## src/common/core_pkg.sv

```systemverilog
package core_pkg;

    // datapath and address width
    localparam int XLEN = 32;
    localparam int REG_IDX_W = 5;

    // first fetch address after reset
    localparam logic [XLEN-1:0] RESET_PC = 32'h1c00_0000;

    // 3R-type and break opcodes, inst[31:15]
    localparam logic [16:0] OPC_ADD_W = 17'h00020;
    localparam logic [16:0] OPC_SUB_W = 17'h00022;
    localparam logic [16:0] OPC_AND   = 17'h00029;
    localparam logic [16:0] OPC_OR    = 17'h0002a;
    localparam logic [16:0] OPC_XOR   = 17'h0002b;
    localparam logic [16:0] OPC_BREAK = 17'h00054;

    // 2RI12-type opcode, inst[31:22]
    localparam logic [9:0] OPC_ADDI_W = 10'h00a;

    // 1RI20-type opcode, inst[31:25]
    localparam logic [6:0] OPC_LU12I_W = 7'h0a;

    // operand field positions
    localparam int RD_LSB   = 0;
    localparam int RJ_LSB   = 5;
    localparam int RK_LSB   = 10;
    localparam int SI12_LSB = 10;
    localparam int SI12_W   = 12;
    localparam int SI20_LSB = 5;
    localparam int SI20_W   = 20;

    // alu operations
    typedef enum logic [2:0] {
        ALU_ADD,
        ALU_SUB,
        ALU_AND,
        ALU_OR,
        ALU_XOR,
        ALU_PASS_SRC2
    } alu_op_t;

    // fetch to decode
    typedef struct packed {
        logic [XLEN-1:0] pc;
        logic [XLEN-1:0] inst;
    } fetch_bus_t;

    // decode to execute
    typedef struct packed {
        alu_op_t              op;
        logic [XLEN-1:0]      src1;
        logic [XLEN-1:0]      src2;
        logic                 wreg_en;
        logic [REG_IDX_W-1:0] wdest;
        logic [XLEN-1:0]      pc;
        logic [XLEN-1:0]      inst;
        logic                 is_break;
    } ex_bus_t;

    // retired instruction record, same field order as the difftest bus
    typedef struct packed {
        logic                 is_break;
        logic [REG_IDX_W-1:0] wdest;
        logic                 wreg_en;
        logic [XLEN-1:0]      inst;
        logic [XLEN-1:0]      pc;
        logic [XLEN-1:0]      wdata;
    } commit_t;

    // one pending register result
    typedef struct packed {
        logic                 en;
        logic [REG_IDX_W-1:0] index;
        logic [XLEN-1:0]      data;
    } bypass_t;

endpackage

```

## src/hdl/bypass_unit.sv

```systemverilog
`timescale 1ns/100ps

module bypass_unit (
    input  logic [core_pkg::REG_IDX_W-1:0] rj_index,
    input  logic [core_pkg::REG_IDX_W-1:0] rk_index,
    input  logic [core_pkg::XLEN-1:0]      rf_rj_data,
    input  logic [core_pkg::XLEN-1:0]      rf_rk_data,
    input  core_pkg::bypass_t              ex_bypass,
    input  core_pkg::bypass_t              wb_bypass,
    output logic [core_pkg::XLEN-1:0]      rj_data,
    output logic [core_pkg::XLEN-1:0]      rk_data
);
    import core_pkg::*;

    // newest result wins, execute is younger than writeback
    function automatic logic [XLEN-1:0] pick(
        input logic [REG_IDX_W-1:0] idx,
        input logic [XLEN-1:0]      rf_val,
        input bypass_t              ex_b,
        input bypass_t              wb_b
    );
        if (ex_b.en && ex_b.index == idx) begin
            return ex_b.data;
        end else if (wb_b.en && wb_b.index == idx) begin
            return wb_b.data;
        end
        // no pending writer, file value is current
        return rf_val;
    endfunction

    // en is never set for r0, so index 0 falls through to the file
    always_comb begin
        rj_data = pick(rj_index, rf_rj_data, ex_bypass, wb_bypass);
        rk_data = pick(rk_index, rf_rk_data, ex_bypass, wb_bypass);
    end

endmodule

```

## src/hdl/core_top.sv

```systemverilog
`timescale 1ns/100ps

module core_top (
    input  logic                      clk,
    input  logic                      rst,
    output logic [core_pkg::XLEN-1:0] pc,
    output logic                      pc_valid,
    input  logic [core_pkg::XLEN-1:0] inst,
    input  logic                      inst_ready,
    output logic                      commit_valid,
    output core_pkg::commit_t         commit,
    output logic                      halted
);
    import core_pkg::*;

    // fetch to decode
    logic if_valid;
    logic if_ready;
    logic fetch_stop;
    fetch_bus_t if_bus;

    // register reads, raw and forwarded
    logic [REG_IDX_W-1:0] rj_index;
    logic [REG_IDX_W-1:0] rk_index;
    logic [XLEN-1:0] rf_rj_data;
    logic [XLEN-1:0] rf_rk_data;
    logic [XLEN-1:0] rj_data;
    logic [XLEN-1:0] rk_data;

    // decode to execute
    logic id_valid;
    ex_bus_t id_bus;

    // execute to writeback
    logic ex_valid;
    commit_t ex_bus;

    // pending results
    bypass_t ex_bypass;
    bypass_t wb_bypass;

    // register file write port
    logic wreg_en;
    logic [REG_IDX_W-1:0] wdest;
    logic [XLEN-1:0] wdata;

    fetch_stage u_fetch (
        .clk        (clk),
        .rst        (rst),
        .fetch_stop (fetch_stop),
        .pc         (pc),
        .pc_valid   (pc_valid),
        .inst       (inst),
        .inst_ready (inst_ready),
        .if_valid   (if_valid),
        .if_ready   (if_ready),
        .if_bus     (if_bus)
    );

    decode_stage u_decode (
        .clk        (clk),
        .rst        (rst),
        .if_valid   (if_valid),
        .if_ready   (if_ready),
        .if_bus     (if_bus),
        .rj_index   (rj_index),
        .rk_index   (rk_index),
        .rj_data    (rj_data),
        .rk_data    (rk_data),
        .fetch_stop (fetch_stop),
        .id_valid   (id_valid),
        .id_bus     (id_bus)
    );

    regfile u_regfile (
        .clk      (clk),
        .rst      (rst),
        .rj_index (rj_index),
        .rk_index (rk_index),
        .rj_data  (rf_rj_data),
        .rk_data  (rf_rk_data),
        .wreg_en  (wreg_en),
        .wdest    (wdest),
        .wdata    (wdata)
    );

    bypass_unit u_bypass (
        .rj_index   (rj_index),
        .rk_index   (rk_index),
        .rf_rj_data (rf_rj_data),
        .rf_rk_data (rf_rk_data),
        .ex_bypass  (ex_bypass),
        .wb_bypass  (wb_bypass),
        .rj_data    (rj_data),
        .rk_data    (rk_data)
    );

    execute_stage u_execute (
        .clk       (clk),
        .rst       (rst),
        .id_valid  (id_valid),
        .id_bus    (id_bus),
        .ex_bypass (ex_bypass),
        .ex_valid  (ex_valid),
        .ex_bus    (ex_bus)
    );

    writeback_stage u_writeback (
        .clk          (clk),
        .rst          (rst),
        .ex_valid     (ex_valid),
        .ex_bus       (ex_bus),
        .wb_bypass    (wb_bypass),
        .wreg_en      (wreg_en),
        .wdest        (wdest),
        .wdata        (wdata),
        .commit_valid (commit_valid),
        .commit       (commit),
        .halted       (halted)
    );

endmodule

```

## src/hdl/decode_stage.sv

```systemverilog
`timescale 1ns/100ps

module decode_stage (
    input  logic                           clk,
    input  logic                           rst,
    input  logic                           if_valid,
    output logic                           if_ready,
    input  core_pkg::fetch_bus_t           if_bus,
    output logic [core_pkg::REG_IDX_W-1:0] rj_index,
    output logic [core_pkg::REG_IDX_W-1:0] rk_index,
    input  logic [core_pkg::XLEN-1:0]      rj_data,
    input  logic [core_pkg::XLEN-1:0]      rk_data,
    output logic                           fetch_stop,
    output logic                           id_valid,
    output core_pkg::ex_bus_t              id_bus
);
    import core_pkg::*;

    // execute never stalls
    logic ex_ready;
    logic accept;
    logic break_seen;
    logic known;
    logic [XLEN-1:0] inst_w;
    logic [REG_IDX_W-1:0] rd;
    logic [16:0] op17;
    logic [9:0] op10;
    logic [6:0] op7;
    logic [XLEN-1:0] si12_ext;
    logic [XLEN-1:0] si20_shift;
    ex_bus_t dec;

    assign ex_ready = 1'b1;
    assign if_ready = !id_valid || ex_ready;
    assign accept = if_valid && if_ready;

    // instruction fields
    assign inst_w = if_bus.inst;
    assign op17 = inst_w[31:15];
    assign op10 = inst_w[31:22];
    assign op7 = inst_w[31:25];
    assign rd = inst_w[RD_LSB +: REG_IDX_W];
    assign rj_index = inst_w[RJ_LSB +: REG_IDX_W];
    assign rk_index = inst_w[RK_LSB +: REG_IDX_W];

    // immediates
    assign si12_ext = {{(XLEN-SI12_W){inst_w[SI12_LSB+SI12_W-1]}}, inst_w[SI12_LSB +: SI12_W]};
    assign si20_shift = {inst_w[SI20_LSB +: SI20_W], {(XLEN-SI20_W){1'b0}}};

    always_comb begin
        dec.op       = ALU_ADD;
        dec.src1     = rj_data;
        dec.src2     = rk_data;
        dec.wdest    = rd;
        dec.pc       = if_bus.pc;
        dec.inst     = inst_w;
        dec.is_break = 1'b0;
        known        = 1'b1;
        if (op17 == OPC_ADD_W) begin
            dec.op = ALU_ADD;
        end else if (op17 == OPC_SUB_W) begin
            dec.op = ALU_SUB;
        end else if (op17 == OPC_AND) begin
            dec.op = ALU_AND;
        end else if (op17 == OPC_OR) begin
            dec.op = ALU_OR;
        end else if (op17 == OPC_XOR) begin
            dec.op = ALU_XOR;
        end else if (op17 == OPC_BREAK) begin
            dec.is_break = 1'b1;
        end else if (op10 == OPC_ADDI_W) begin
            dec.src2 = si12_ext;
        end else if (op7 == OPC_LU12I_W) begin
            dec.op   = ALU_PASS_SRC2;
            dec.src2 = si20_shift;
        end else begin
            // unknown word retires as a no-op
            known = 1'b0;
        end
        dec.wreg_en = known && !dec.is_break && (rd != '0);
    end

    // words behind a break are dropped
    always_ff @(posedge clk) begin
        if (rst) begin
            id_valid   <= 1'b0;
            break_seen <= 1'b0;
        end else begin
            id_valid <= accept && !break_seen;
            if (accept && dec.is_break) begin
                break_seen <= 1'b1;
            end
        end
    end

    always_ff @(posedge clk) begin
        if (accept) begin
            id_bus <= dec;
        end
    end

    assign fetch_stop = break_seen;

    // after the break itself, nothing more is issued
    no_issue_after_break_a: assert property (@(posedge clk) disable iff (rst)
        break_seen && !(id_valid && id_bus.is_break) |-> !id_valid);

endmodule

```

## src/hdl/execute_stage.sv

```systemverilog
`timescale 1ns/100ps

module execute_stage (
    input  logic              clk,
    input  logic              rst,
    input  logic              id_valid,
    input  core_pkg::ex_bus_t id_bus,
    output core_pkg::bypass_t ex_bypass,
    output logic              ex_valid,
    output core_pkg::commit_t ex_bus
);
    import core_pkg::*;

    logic [XLEN-1:0] result;

    // 32-bit integer alu
    always_comb begin
        case (id_bus.op)
            ALU_ADD: begin
                result = id_bus.src1 + id_bus.src2;
            end
            ALU_SUB: begin
                result = id_bus.src1 - id_bus.src2;
            end
            ALU_AND: begin
                result = id_bus.src1 & id_bus.src2;
            end
            ALU_OR: begin
                result = id_bus.src1 | id_bus.src2;
            end
            ALU_XOR: begin
                result = id_bus.src1 ^ id_bus.src2;
            end
            default: begin
                // lu12i.w, immediate already shifted by decode
                result = id_bus.src2;
            end
        endcase
    end

    // result visible to decode in the same cycle
    assign ex_bypass.en = id_valid && id_bus.wreg_en;
    assign ex_bypass.index = id_bus.wdest;
    assign ex_bypass.data = result;

    always_ff @(posedge clk) begin
        if (rst) begin
            ex_valid <= 1'b0;
        end else begin
            ex_valid <= id_valid;
        end
    end

    // commit record for writeback
    always_ff @(posedge clk) begin
        if (id_valid) begin
            ex_bus.is_break <= id_bus.is_break;
            ex_bus.wdest    <= id_bus.wdest;
            ex_bus.wreg_en  <= id_bus.wreg_en;
            ex_bus.inst     <= id_bus.inst;
            ex_bus.pc       <= id_bus.pc;
            ex_bus.wdata    <= result;
        end
    end

endmodule

```

## src/hdl/fetch_stage.sv

```systemverilog
`timescale 1ns/100ps

module fetch_stage (
    input  logic                      clk,
    input  logic                      rst,
    input  logic                      fetch_stop,
    output logic [core_pkg::XLEN-1:0] pc,
    output logic                      pc_valid,
    input  logic [core_pkg::XLEN-1:0] inst,
    input  logic                      inst_ready,
    output logic                      if_valid,
    input  logic                      if_ready,
    output core_pkg::fetch_bus_t      if_bus
);
    import core_pkg::*;

    // low through reset, high from the first cycle after it
    logic fetch_en;
    // pc and inst handed over this cycle
    logic xfer;

    // request only while the fetch register is free or draining
    assign pc_valid = fetch_en && (!if_valid || if_ready) && !fetch_stop;
    assign xfer = pc_valid && inst_ready;

    always_ff @(posedge clk) begin
        if (rst) begin
            fetch_en <= 1'b0;
            pc       <= RESET_PC;
            if_valid <= 1'b0;
        end else begin
            fetch_en <= 1'b1;
            if (xfer) begin
                // sequential fetch only, no branches
                pc       <= pc + XLEN'(4);
                if_valid <= 1'b1;
            end else if (if_ready) begin
                if_valid <= 1'b0;
            end
        end
    end

    // fetched word and its address
    always_ff @(posedge clk) begin
        if (xfer) begin
            if_bus.pc   <= pc;
            if_bus.inst <= inst;
        end
    end

    // instruction port, address held until accepted
    pc_hold_a: assert property (@(posedge clk) disable iff (rst)
        pc_valid && !inst_ready |=> $stable(pc));

endmodule

```

## src/hdl/regfile.sv

```systemverilog
`timescale 1ns/100ps

module regfile (
    input  logic                           clk,
    input  logic                           rst,
    input  logic [core_pkg::REG_IDX_W-1:0] rj_index,
    input  logic [core_pkg::REG_IDX_W-1:0] rk_index,
    output logic [core_pkg::XLEN-1:0]      rj_data,
    output logic [core_pkg::XLEN-1:0]      rk_data,
    input  logic                           wreg_en,
    input  logic [core_pkg::REG_IDX_W-1:0] wdest,
    input  logic [core_pkg::XLEN-1:0]      wdata
);
    import core_pkg::*;

    logic [XLEN-1:0] regs [1 << REG_IDX_W];

    // r0 hardwired, same-cycle write passed straight to the reader
    function automatic logic [XLEN-1:0] read_port(input logic [REG_IDX_W-1:0] idx);
        if (idx == '0) begin
            return '0;
        end else if (wreg_en && wdest == idx) begin
            return wdata;
        end
        return regs[idx];
    endfunction

    // architectural registers start at zero
    always_ff @(posedge clk) begin
        if (rst) begin
            for (int i = 0; i < (1 << REG_IDX_W); i++) begin
                regs[i] <= '0;
            end
        end else if (wreg_en && wdest != '0) begin
            regs[wdest] <= wdata;
        end
    end

    always_comb begin
        rj_data = read_port(rj_index);
        rk_data = read_port(rk_index);
    end

endmodule

```

## src/hdl/writeback_stage.sv

```systemverilog
`timescale 1ns/100ps

module writeback_stage (
    input  logic                           clk,
    input  logic                           rst,
    input  logic                           ex_valid,
    input  core_pkg::commit_t              ex_bus,
    output core_pkg::bypass_t              wb_bypass,
    output logic                           wreg_en,
    output logic [core_pkg::REG_IDX_W-1:0] wdest,
    output logic [core_pkg::XLEN-1:0]      wdata,
    output logic                           commit_valid,
    output core_pkg::commit_t              commit,
    output logic                           halted
);

    // record entering writeback, not yet in the register file
    assign wb_bypass.en = ex_valid && ex_bus.wreg_en;
    assign wb_bypass.index = ex_bus.wdest;
    assign wb_bypass.data = ex_bus.wdata;

    always_ff @(posedge clk) begin
        if (rst) begin
            commit_valid <= 1'b0;
            halted       <= 1'b0;
        end else begin
            commit_valid <= ex_valid;
            // sticky until reset
            if (ex_valid && ex_bus.is_break) begin
                halted <= 1'b1;
            end
        end
    end

    // one cycle delay, like the difftest bus
    always_ff @(posedge clk) begin
        if (ex_valid) begin
            commit <= ex_bus;
        end
    end

    // file written from the committed record
    assign wreg_en = commit_valid && commit.wreg_en;
    assign wdest = commit.wdest;
    assign wdata = commit.wdata;

    // decode clears wreg_en for rd == r0
    no_r0_write_a: assert property (@(posedge clk) disable iff (rst)
        commit_valid && commit.wreg_en |-> commit.wdest != '0);

endmodule

```

## config.mk

```make
export PLATFORM = sky130hd
export DESIGN_NAME = core_top
export DESIGN_NICKNAME = d
export VERILOG_FILES = /design/src/common/core_pkg.sv /design/src/hdl/bypass_unit.sv /design/src/hdl/core_top.sv /design/src/hdl/decode_stage.sv /design/src/hdl/execute_stage.sv /design/src/hdl/fetch_stage.sv /design/src/hdl/regfile.sv /design/src/hdl/writeback_stage.sv
export SDC_FILE = /design/constraint.sdc
export NUM_CORES = 2
export LEC_CHECK = 0
export BUFFER_PORTS_ARGS = -buffer_cell sky130_fd_sc_hd__buf_2
export CAP_MARGIN = 0
export CORE_ASPECT_RATIO = 0.7
export CORE_MARGIN = 1.5
export CORE_UTILIZATION = 45
export CTS_CLUSTER_DIAMETER = 200
export CTS_CLUSTER_SIZE = 20
export DETAILED_ROUTE_END_ITERATION = 6
export GPL_TIMING_DRIVEN = 0
export PLACE_DENSITY = 0.71
export SLEW_MARGIN = 20
export SYNTH_ARGS = -nofsm -noshare
export SYNTH_HDL_FRONTEND = slang
export SYNTH_SLANG_ARGS = --single-unit
```

## constraint.sdc

```tcl
create_clock -name clk -period 6.6 [get_ports clk]
set_clock_uncertainty 0.15 [all_clocks]
set_input_delay 0.66 -clock clk [delete_from_list [all_inputs] [get_ports clk]]
set_output_delay 0.66 -clock clk [all_outputs]
set_load 0.1 [all_outputs]
```

# Word-level counts from Yosys, hierarchy flattened
# Memory sizes are Yosys's and may differ from the RTL's. A register that Yosys moved wholly into a read port is not among the register bits.
# Index checks and enable logic that the tools add are counted.
# W data, S select, Z words.
[op_classes]
add_sub_neg = 3
eq_ne = 18
muxes = 62
bitwise = 3
reduce_logical = 27
[op_table]
columns = ["op", "n"]
rows = [
  ["$mux W32", 21],
  ["$pmux W32 S5", 1],
  ["$eq A17 B6 Y1 const B", 5],
  ["$add A32 B3 Y32 const B", 1],
  ["$add A32 B32 Y32", 1],
  ["$and A32 B32 Y32", 1],
  ["$or A32 B32 Y32", 1],
  ["$reduce_or A32 Y1", 1],
  ["$sub A32 B32 Y32", 1],
  ["$xor A32 B32 Y32", 1],
  ["$mux W1", 31],
  ["$eq A5 B5 Y1", 6],
  ["$eq A17 B7 Y1 const B", 1],
  ["$logic_and A1 B1 Y1", 17],
  ["$mux W5", 3],
  ["$mux W3", 4],
  ["$eq A10 B4 Y1 const B", 1],
  ["$logic_not A5 Y1", 2],
  ["$reduce_bool A5 Y1", 2],
  ["$eq A7 B4 Y1 const B", 1],
  ["$eq A3 B2 Y1 const B", 2],
  ["$mux W2", 2],
  ["$reduce_or A4 Y1", 1],
  ["$eq A3 B1 Y1 const B", 1],
  ["4 further kinds", 5],
]
[word_totals]
regBits = 447
ram_bits = 1024
output_inout_bits = 138
n_memories = 1
[memory_table]
columns = ["memory", "depth", "word_bits", "rd", "rd_ports_with_merged_regs", "write_ports", "line", "text"]
rows = [
  ["u_regfile.regs", 32, 32, 2, 2, 32, "regfile.sv:16", "logic [XLEN-1:0] regs [1 << REG_IDX_W];"],
]

# Longest topological paths before layout
[logic_depth]
ltp_word = 14
mapped_depth = 18
ltp_nobuf = 17

# By module
# From an unflattened synthesis, not the netlist that was laid out.
[unflattened]
cells_unflattened = 5547
hier_area_um2 = 77087.7
[modules_own_cells]
columns = ["mod", "instances", "cells_each", "area_each_um2", "seq_area_each_um2"]
rows = [
  ["regfile", 1, 3680, 55126.6, 30749.5],
  ["execute_stage", 1, 834, 7983.9, 3113.0],
  ["decode_stage", 1, 228, 4753.3, 4033.9],
  ["writeback_stage", 1, 184, 3716.1, 3133.0],
  ["fetch_stage", 1, 255, 3477.1, 2502.4],
  ["bypass_unit", 1, 366, 2030.7, 0.0],
]

# Least setup slack after synthesis
# Ideal clock, no wire load.
[synth_path]
kind = "register to register"
startpoint = "register, netlist name u_writeback.wdest[2]"
endpoint = "memory u_regfile.regs[4][0], enable pin"
setup_time_ns = 0.466
arrival_ns = 4.207
setup_slack_ns = 1.777
stages_incl_launch_ff = 5
n_path_buf = 2
synth_period_minus_slack_ns = 4.823
path_cell_list = "edfxtp_1 -> clkbuf_1 -> or3b_2 -> clkbuf_1 -> o21ai_0"
[synth_lines]
columns = ["element", "line"]
rows = [
  ["to (decl)", "regfile.sv:16"],
]

==> impl_summary.txt <==
----------------------------------------------------
[Route]
  # DRC ... 4
  Initial DRT Pass Iterations ... 7
  Total length of routed wires ... 292,000 um
  Avg WL per Cell ... 38.7 um
  Detailed-route via count ... 52,400
  Vias per inst ... 6.95
  DRC violation total after the first TritonRoute iteration ... 11,300
  Post-DRT Antenna Nets ... 0

[Place]
  Placed instance area ... 80,800 um2
  Placed wire-length estimate ... 212,000 um
  Input/output buffers ... 167
  Placer congestion estimate ... 1.03
  Worst setup slack before clock tree synthesis ... -0.699 ns

[Worst setup path]
  Maximum net fanout on the critical path ... 10
  Crit path kind ... reg2reg
  Critical Path Start Type ... flip-flop
  Data required, critical path ... 7.03 ns
  Setup crit end kind ... flip-flop
  Data arrival time of the critical path ... 7.03 ns

[Clocking]
  Clock root buffer master ... sky130_fd_sc_hd__clkbuf_16
  Number of sinks driven by the clock tree ... 1,456
  Worst-skew pair later-pin latency ... 0.78 ns
  Number of clock buffers inserted by TritonCTS ... 82
  Clk pin slew, worst setup/hold paths ... 0.09 ns
  Clock tree from TritonCTS ... yes
  Maximum level of the CTS H-tree ... 3
  Largest buffer count on any clock path ... 3

[Floorplanning]
  Cell row count ... 124
  Placeable core region ... 164,000 um2
  Effective utilization at floorplan ... 0.455
  Die height ... 344 um
  Die outline area ... 168,000 um2
  X dimension of the die ... 490 um
  Top-level port count ... 173

[Global routing]
  Remaining global-route overflow ... 0
  Wire length of the first global-routing pass ... 388,000 um
  Maximum number of pins on one net before global-route repair ... 51
  All-Layer GR Usage ... 0.342
  Via count of the first global-routing pass ... 48,100
  Antenna violations before repair ... 18

[Cells and area]
  Number of fillers in the final layout ... 13,400
  Utilization of the core after routing ... 0.509
  Area added between synthesis and finish ... 11.8%
  Number of nets in the final layout ... 5,431
  Layout Cell Area excl Fill ... 83,500 um2
  Fraction of final layout cells with drive strength greater than 1 ... 0.226

[Logic synthesis]
  Dominant register cell in the synthesized netlist ... sky130_fd_sc_hd__edfxtp_1
  Post-synthesis instance area ... 74,600 um2
  Count of warnings emitted by yosys ... 0
  Share of the yosys chip area belonging to registers ... 0.580
  Post-Syn Instances ... 4,902
  Seq cells post-synth ... 1,456
  Syn Area/Cell ... 15.2 um2
  Number of flops mapped to enable cells by yosys ... 1,409
  Fraction of synthesis flops using an asynchronous set or reset pin ... 0
  Number of distinct standard cells referenced by the synthesized netlist ... 74

[STA]
  Unrepaired setup endpoints after global routing ... no
  Transition time of the tightest slew-check pin ... 1.38 ns
  Share of the clock period used by the worst path after layout ... 1.00
  Aggregate negative setup slack ... 0 ns
  Max-slew violation total from the final report ... 0
  Fin crit period ... 6.60 ns
  Total count of hold-check failures in the final report ... 0
  Worst setup slack after layout ... 0.00142 ns
  Normalized max-slew margin ... 0.0805
  Number of setup violations in the final report ... 0
  Highest attainable clock frequency ... 0.152 GHz

[Pwr]
  Worst supply voltage drop on vdd ... 0.185 mV
  Power per unit of standard cell area ... 229 nW/um2
  Leakage power ... 29.6 nW

[Run]
  Max-capacitance violation count ... 0

[Outcome]
  Violated checks ... DRC
  Status ... finished, violations left

[Hold path]
  Type of the tightest min-delay check ... in2reg

----------------------------------------------------
-- where the power goes --
group | switching, mW | total [mW] | internal [mW]
clock | 3.16 | 5.56 | 2.39
combinational | 1.77 | 2.93 | 1.16
sequential | 0.192 | 10.6 | 10.4
-- flip-flops by register name, indices dropped and copies added, names as in the netlist, 4 cells and up, named ones only --
name                flops
u_writeback.wdest       4
u_regfile.regs       1024
u_execute.ex_bus       96
u_fetch.if_bus         62
u_writeback.commit     60
u_fetch.pc             30
u_writeback.wdata      32
u_decode.id_bus       131
-- area by class of cell --
type	instances	area, um2	area share
sequential	1456	43300	0.518
multi-input combinational	2941	29600	0.355
timing repair buffer	277	3150	0.0378
tap	2205	2760	0.0331
clock buffer	104	2200	0.0263
buffer	455	2010	0.0240
inverter	85	319	0.00382
clock inverter	5	91.3	0.00109
antenna	16	40.0	0.000480
-- critical path, stage by stage (launching register included) --
cell                       delay, ns
sky130_fd_sc_hd__edfxtp_1       0.37
sky130_fd_sc_hd__clkbuf_1       0.17
sky130_fd_sc_hd__nor2_2         0.62
sky130_fd_sc_hd__and2_0         0.21
sky130_fd_sc_hd__clkbuf_1       0.60
sky130_fd_sc_hd__clkbuf_1       0.78
sky130_fd_sc_hd__nor2_1         0.18
sky130_fd_sc_hd__xnor2_1        0.18
sky130_fd_sc_hd__ha_1           0.36
sky130_fd_sc_hd__o211ai_1       0.10
sky130_fd_sc_hd__a21o_1         0.21
sky130_fd_sc_hd__a31o_2         0.26
sky130_fd_sc_hd__a211oi_2       0.56
sky130_fd_sc_hd__o311ai_0       0.30
sky130_fd_sc_hd__and4_1         0.29
sky130_fd_sc_hd__o31ai_2        0.62
sky130_fd_sc_hd__o21ai_0        0.28
sky130_fd_sc_hd__nand2_1        0.18
-- cells in the final DEF, fill, tap and decap left out, types with 16 or more instances in the layout --
cell type	Yosys	layout
sky130_fd_sc_hd__o22ai_1	18	18
sky130_fd_sc_hd__o21a_1	30	30
sky130_fd_sc_hd__a211oi_1	24	24
sky130_fd_sc_hd__nand4_1	26	26
sky130_fd_sc_hd__a21o_1	17	17
sky130_fd_sc_hd__clkbuf_16	0	85
sky130_fd_sc_hd__edfxtp_1	1409	1409
sky130_fd_sc_hd__nand3_1	25	25
sky130_fd_sc_hd__mux2i_1	76	76
sky130_fd_sc_hd__buf_4	17	18
sky130_fd_sc_hd__o21ai_4	0	28
sky130_fd_sc_hd__clkbuf_1	337	309
sky130_fd_sc_hd__clkbuf_2	1	47
sky130_fd_sc_hd__mux4_2	640	640
sky130_fd_sc_hd__dfxtp_1	47	44
sky130_fd_sc_hd__o211ai_1	30	30
sky130_fd_sc_hd__dlygate4sd3_1	0	31
sky130_fd_sc_hd__diode_2	0	16
sky130_fd_sc_hd__o21ai_0	114	86
sky130_fd_sc_hd__nand2_1	148	148
sky130_fd_sc_hd__buf_16	0	62
sky130_fd_sc_hd__buf_2	65	250
sky130_fd_sc_hd__inv_1	85	85
sky130_fd_sc_hd__ha_1	97	97
sky130_fd_sc_hd__xnor2_1	59	59
sky130_fd_sc_hd__and2_1	999	999
sky130_fd_sc_hd__a21oi_1	131	131
sky130_fd_sc_hd__xor2_1	53	53
sky130_fd_sc_hd__conb_1	1	36
sky130_fd_sc_hd__nor2_1	184	183
-- worst paths after layout --
check / start / to / slack, ns / cells after the start
setup reg to reg: u_decode.id_bus[137] / u_decode.id_bus[91] / 0.001 / 17
setup / recovery: u_decode.id_bus[137] / u_decode.id_bus[91] / 0.001 / 17
hold / removal: inst[6] / u_fetch.if_bus[6] / 0.10 / 1
hold reg to reg: u_execute.ex_bus[39] / u_writeback.commit[39] / 0.23 / 0
-- metrics by stage --
step / hold WS [ns] / std cells / total power, mW
6_report: 0.102 / 7544 / 19.1
5_1_grt: 0.0765 / 7530 / 19.3
4_1_cts: 0.0600 / 7527 / 18.8
3_5_place_dp: 0.255 / 7387 / 13.6
3_3_place_gp: 0.250 / 7309 / 13.4
2_1_floorplan: 0.250 / 4937 / 12.4
-- what timing repair did --
item,4_1_cts,5_1_grt
endpoints found under the hold margin,32,0
buffers inserted,0,0
hold buffers,31,0
pin swaps,0,0
resized for setup,3,5
setup endpoints to repair,42,20
-- cells by family (layout without fill, tap and decap cells) --
kind of cell / after synthesis / after routing / synth area share
buffers and inverters: 540 / 926 / 0.0300
AO/OA/AOI/OAI: 494 / 494 / 0.0428
multiplexers: 726 / 726 / 0.205
adder cells (fa/ha/maj): 98 / 98 / 0.0165
AND/OR/NAND/NOR: 1475 / 1475 / 0.113
flip-flops: 1456 / 1456 / 0.580
XOR/XNOR: 112 / 112 / 0.0131
other: 1 / 52 / 0.0000503
-- synth_stat cells, drive strengths merged (6+ instances only) --
library cell,n,area [um2]
a211o,6,52.6
a211oi,26,205
a21o,17,128
a21oi,131,656
a221o,6,60.1
a221oi,16,146
a22o,15,131
a22oi,14,105
a31oi,11,68.8
and2,1000,6260
and3,10,62.6
and4,6,52.6
buf,117,652
clkbuf,338,1270
dfxtp,47,941
edfxtp,1409,42300
ha,97,1210
inv,85,319
mux2,10,113
mux2i,76,761
mux4,640,14400
nand2,148,556
nand2b,10,62.6
nand3,25,125
nand3b,8,60.1
nand4,26,163
nor2,184,691
nor3,12,60.1
nor4,10,75.1
o211ai,30,225
o21a,30,225
o21ai,120,601
o221ai,7,61.3
o22ai,18,113
o31ai,11,87.6
or3,9,56.3
or4,6,45.0
xnor2,59,517
xor2,53,464
-- layer usage --
layer | up-vias | track usage | wire length, um
li1 | 19500 | - | -
met1 | 26500 | 0.473 | 105000
met2 | 5563 | 0.420 | 109000
met3 | 820 | 0.208 | 62700
met4 | 30 | 0.143 | 14800
met5 | - | 0.0301 | 903
Power figures use the tool's default switching activity.
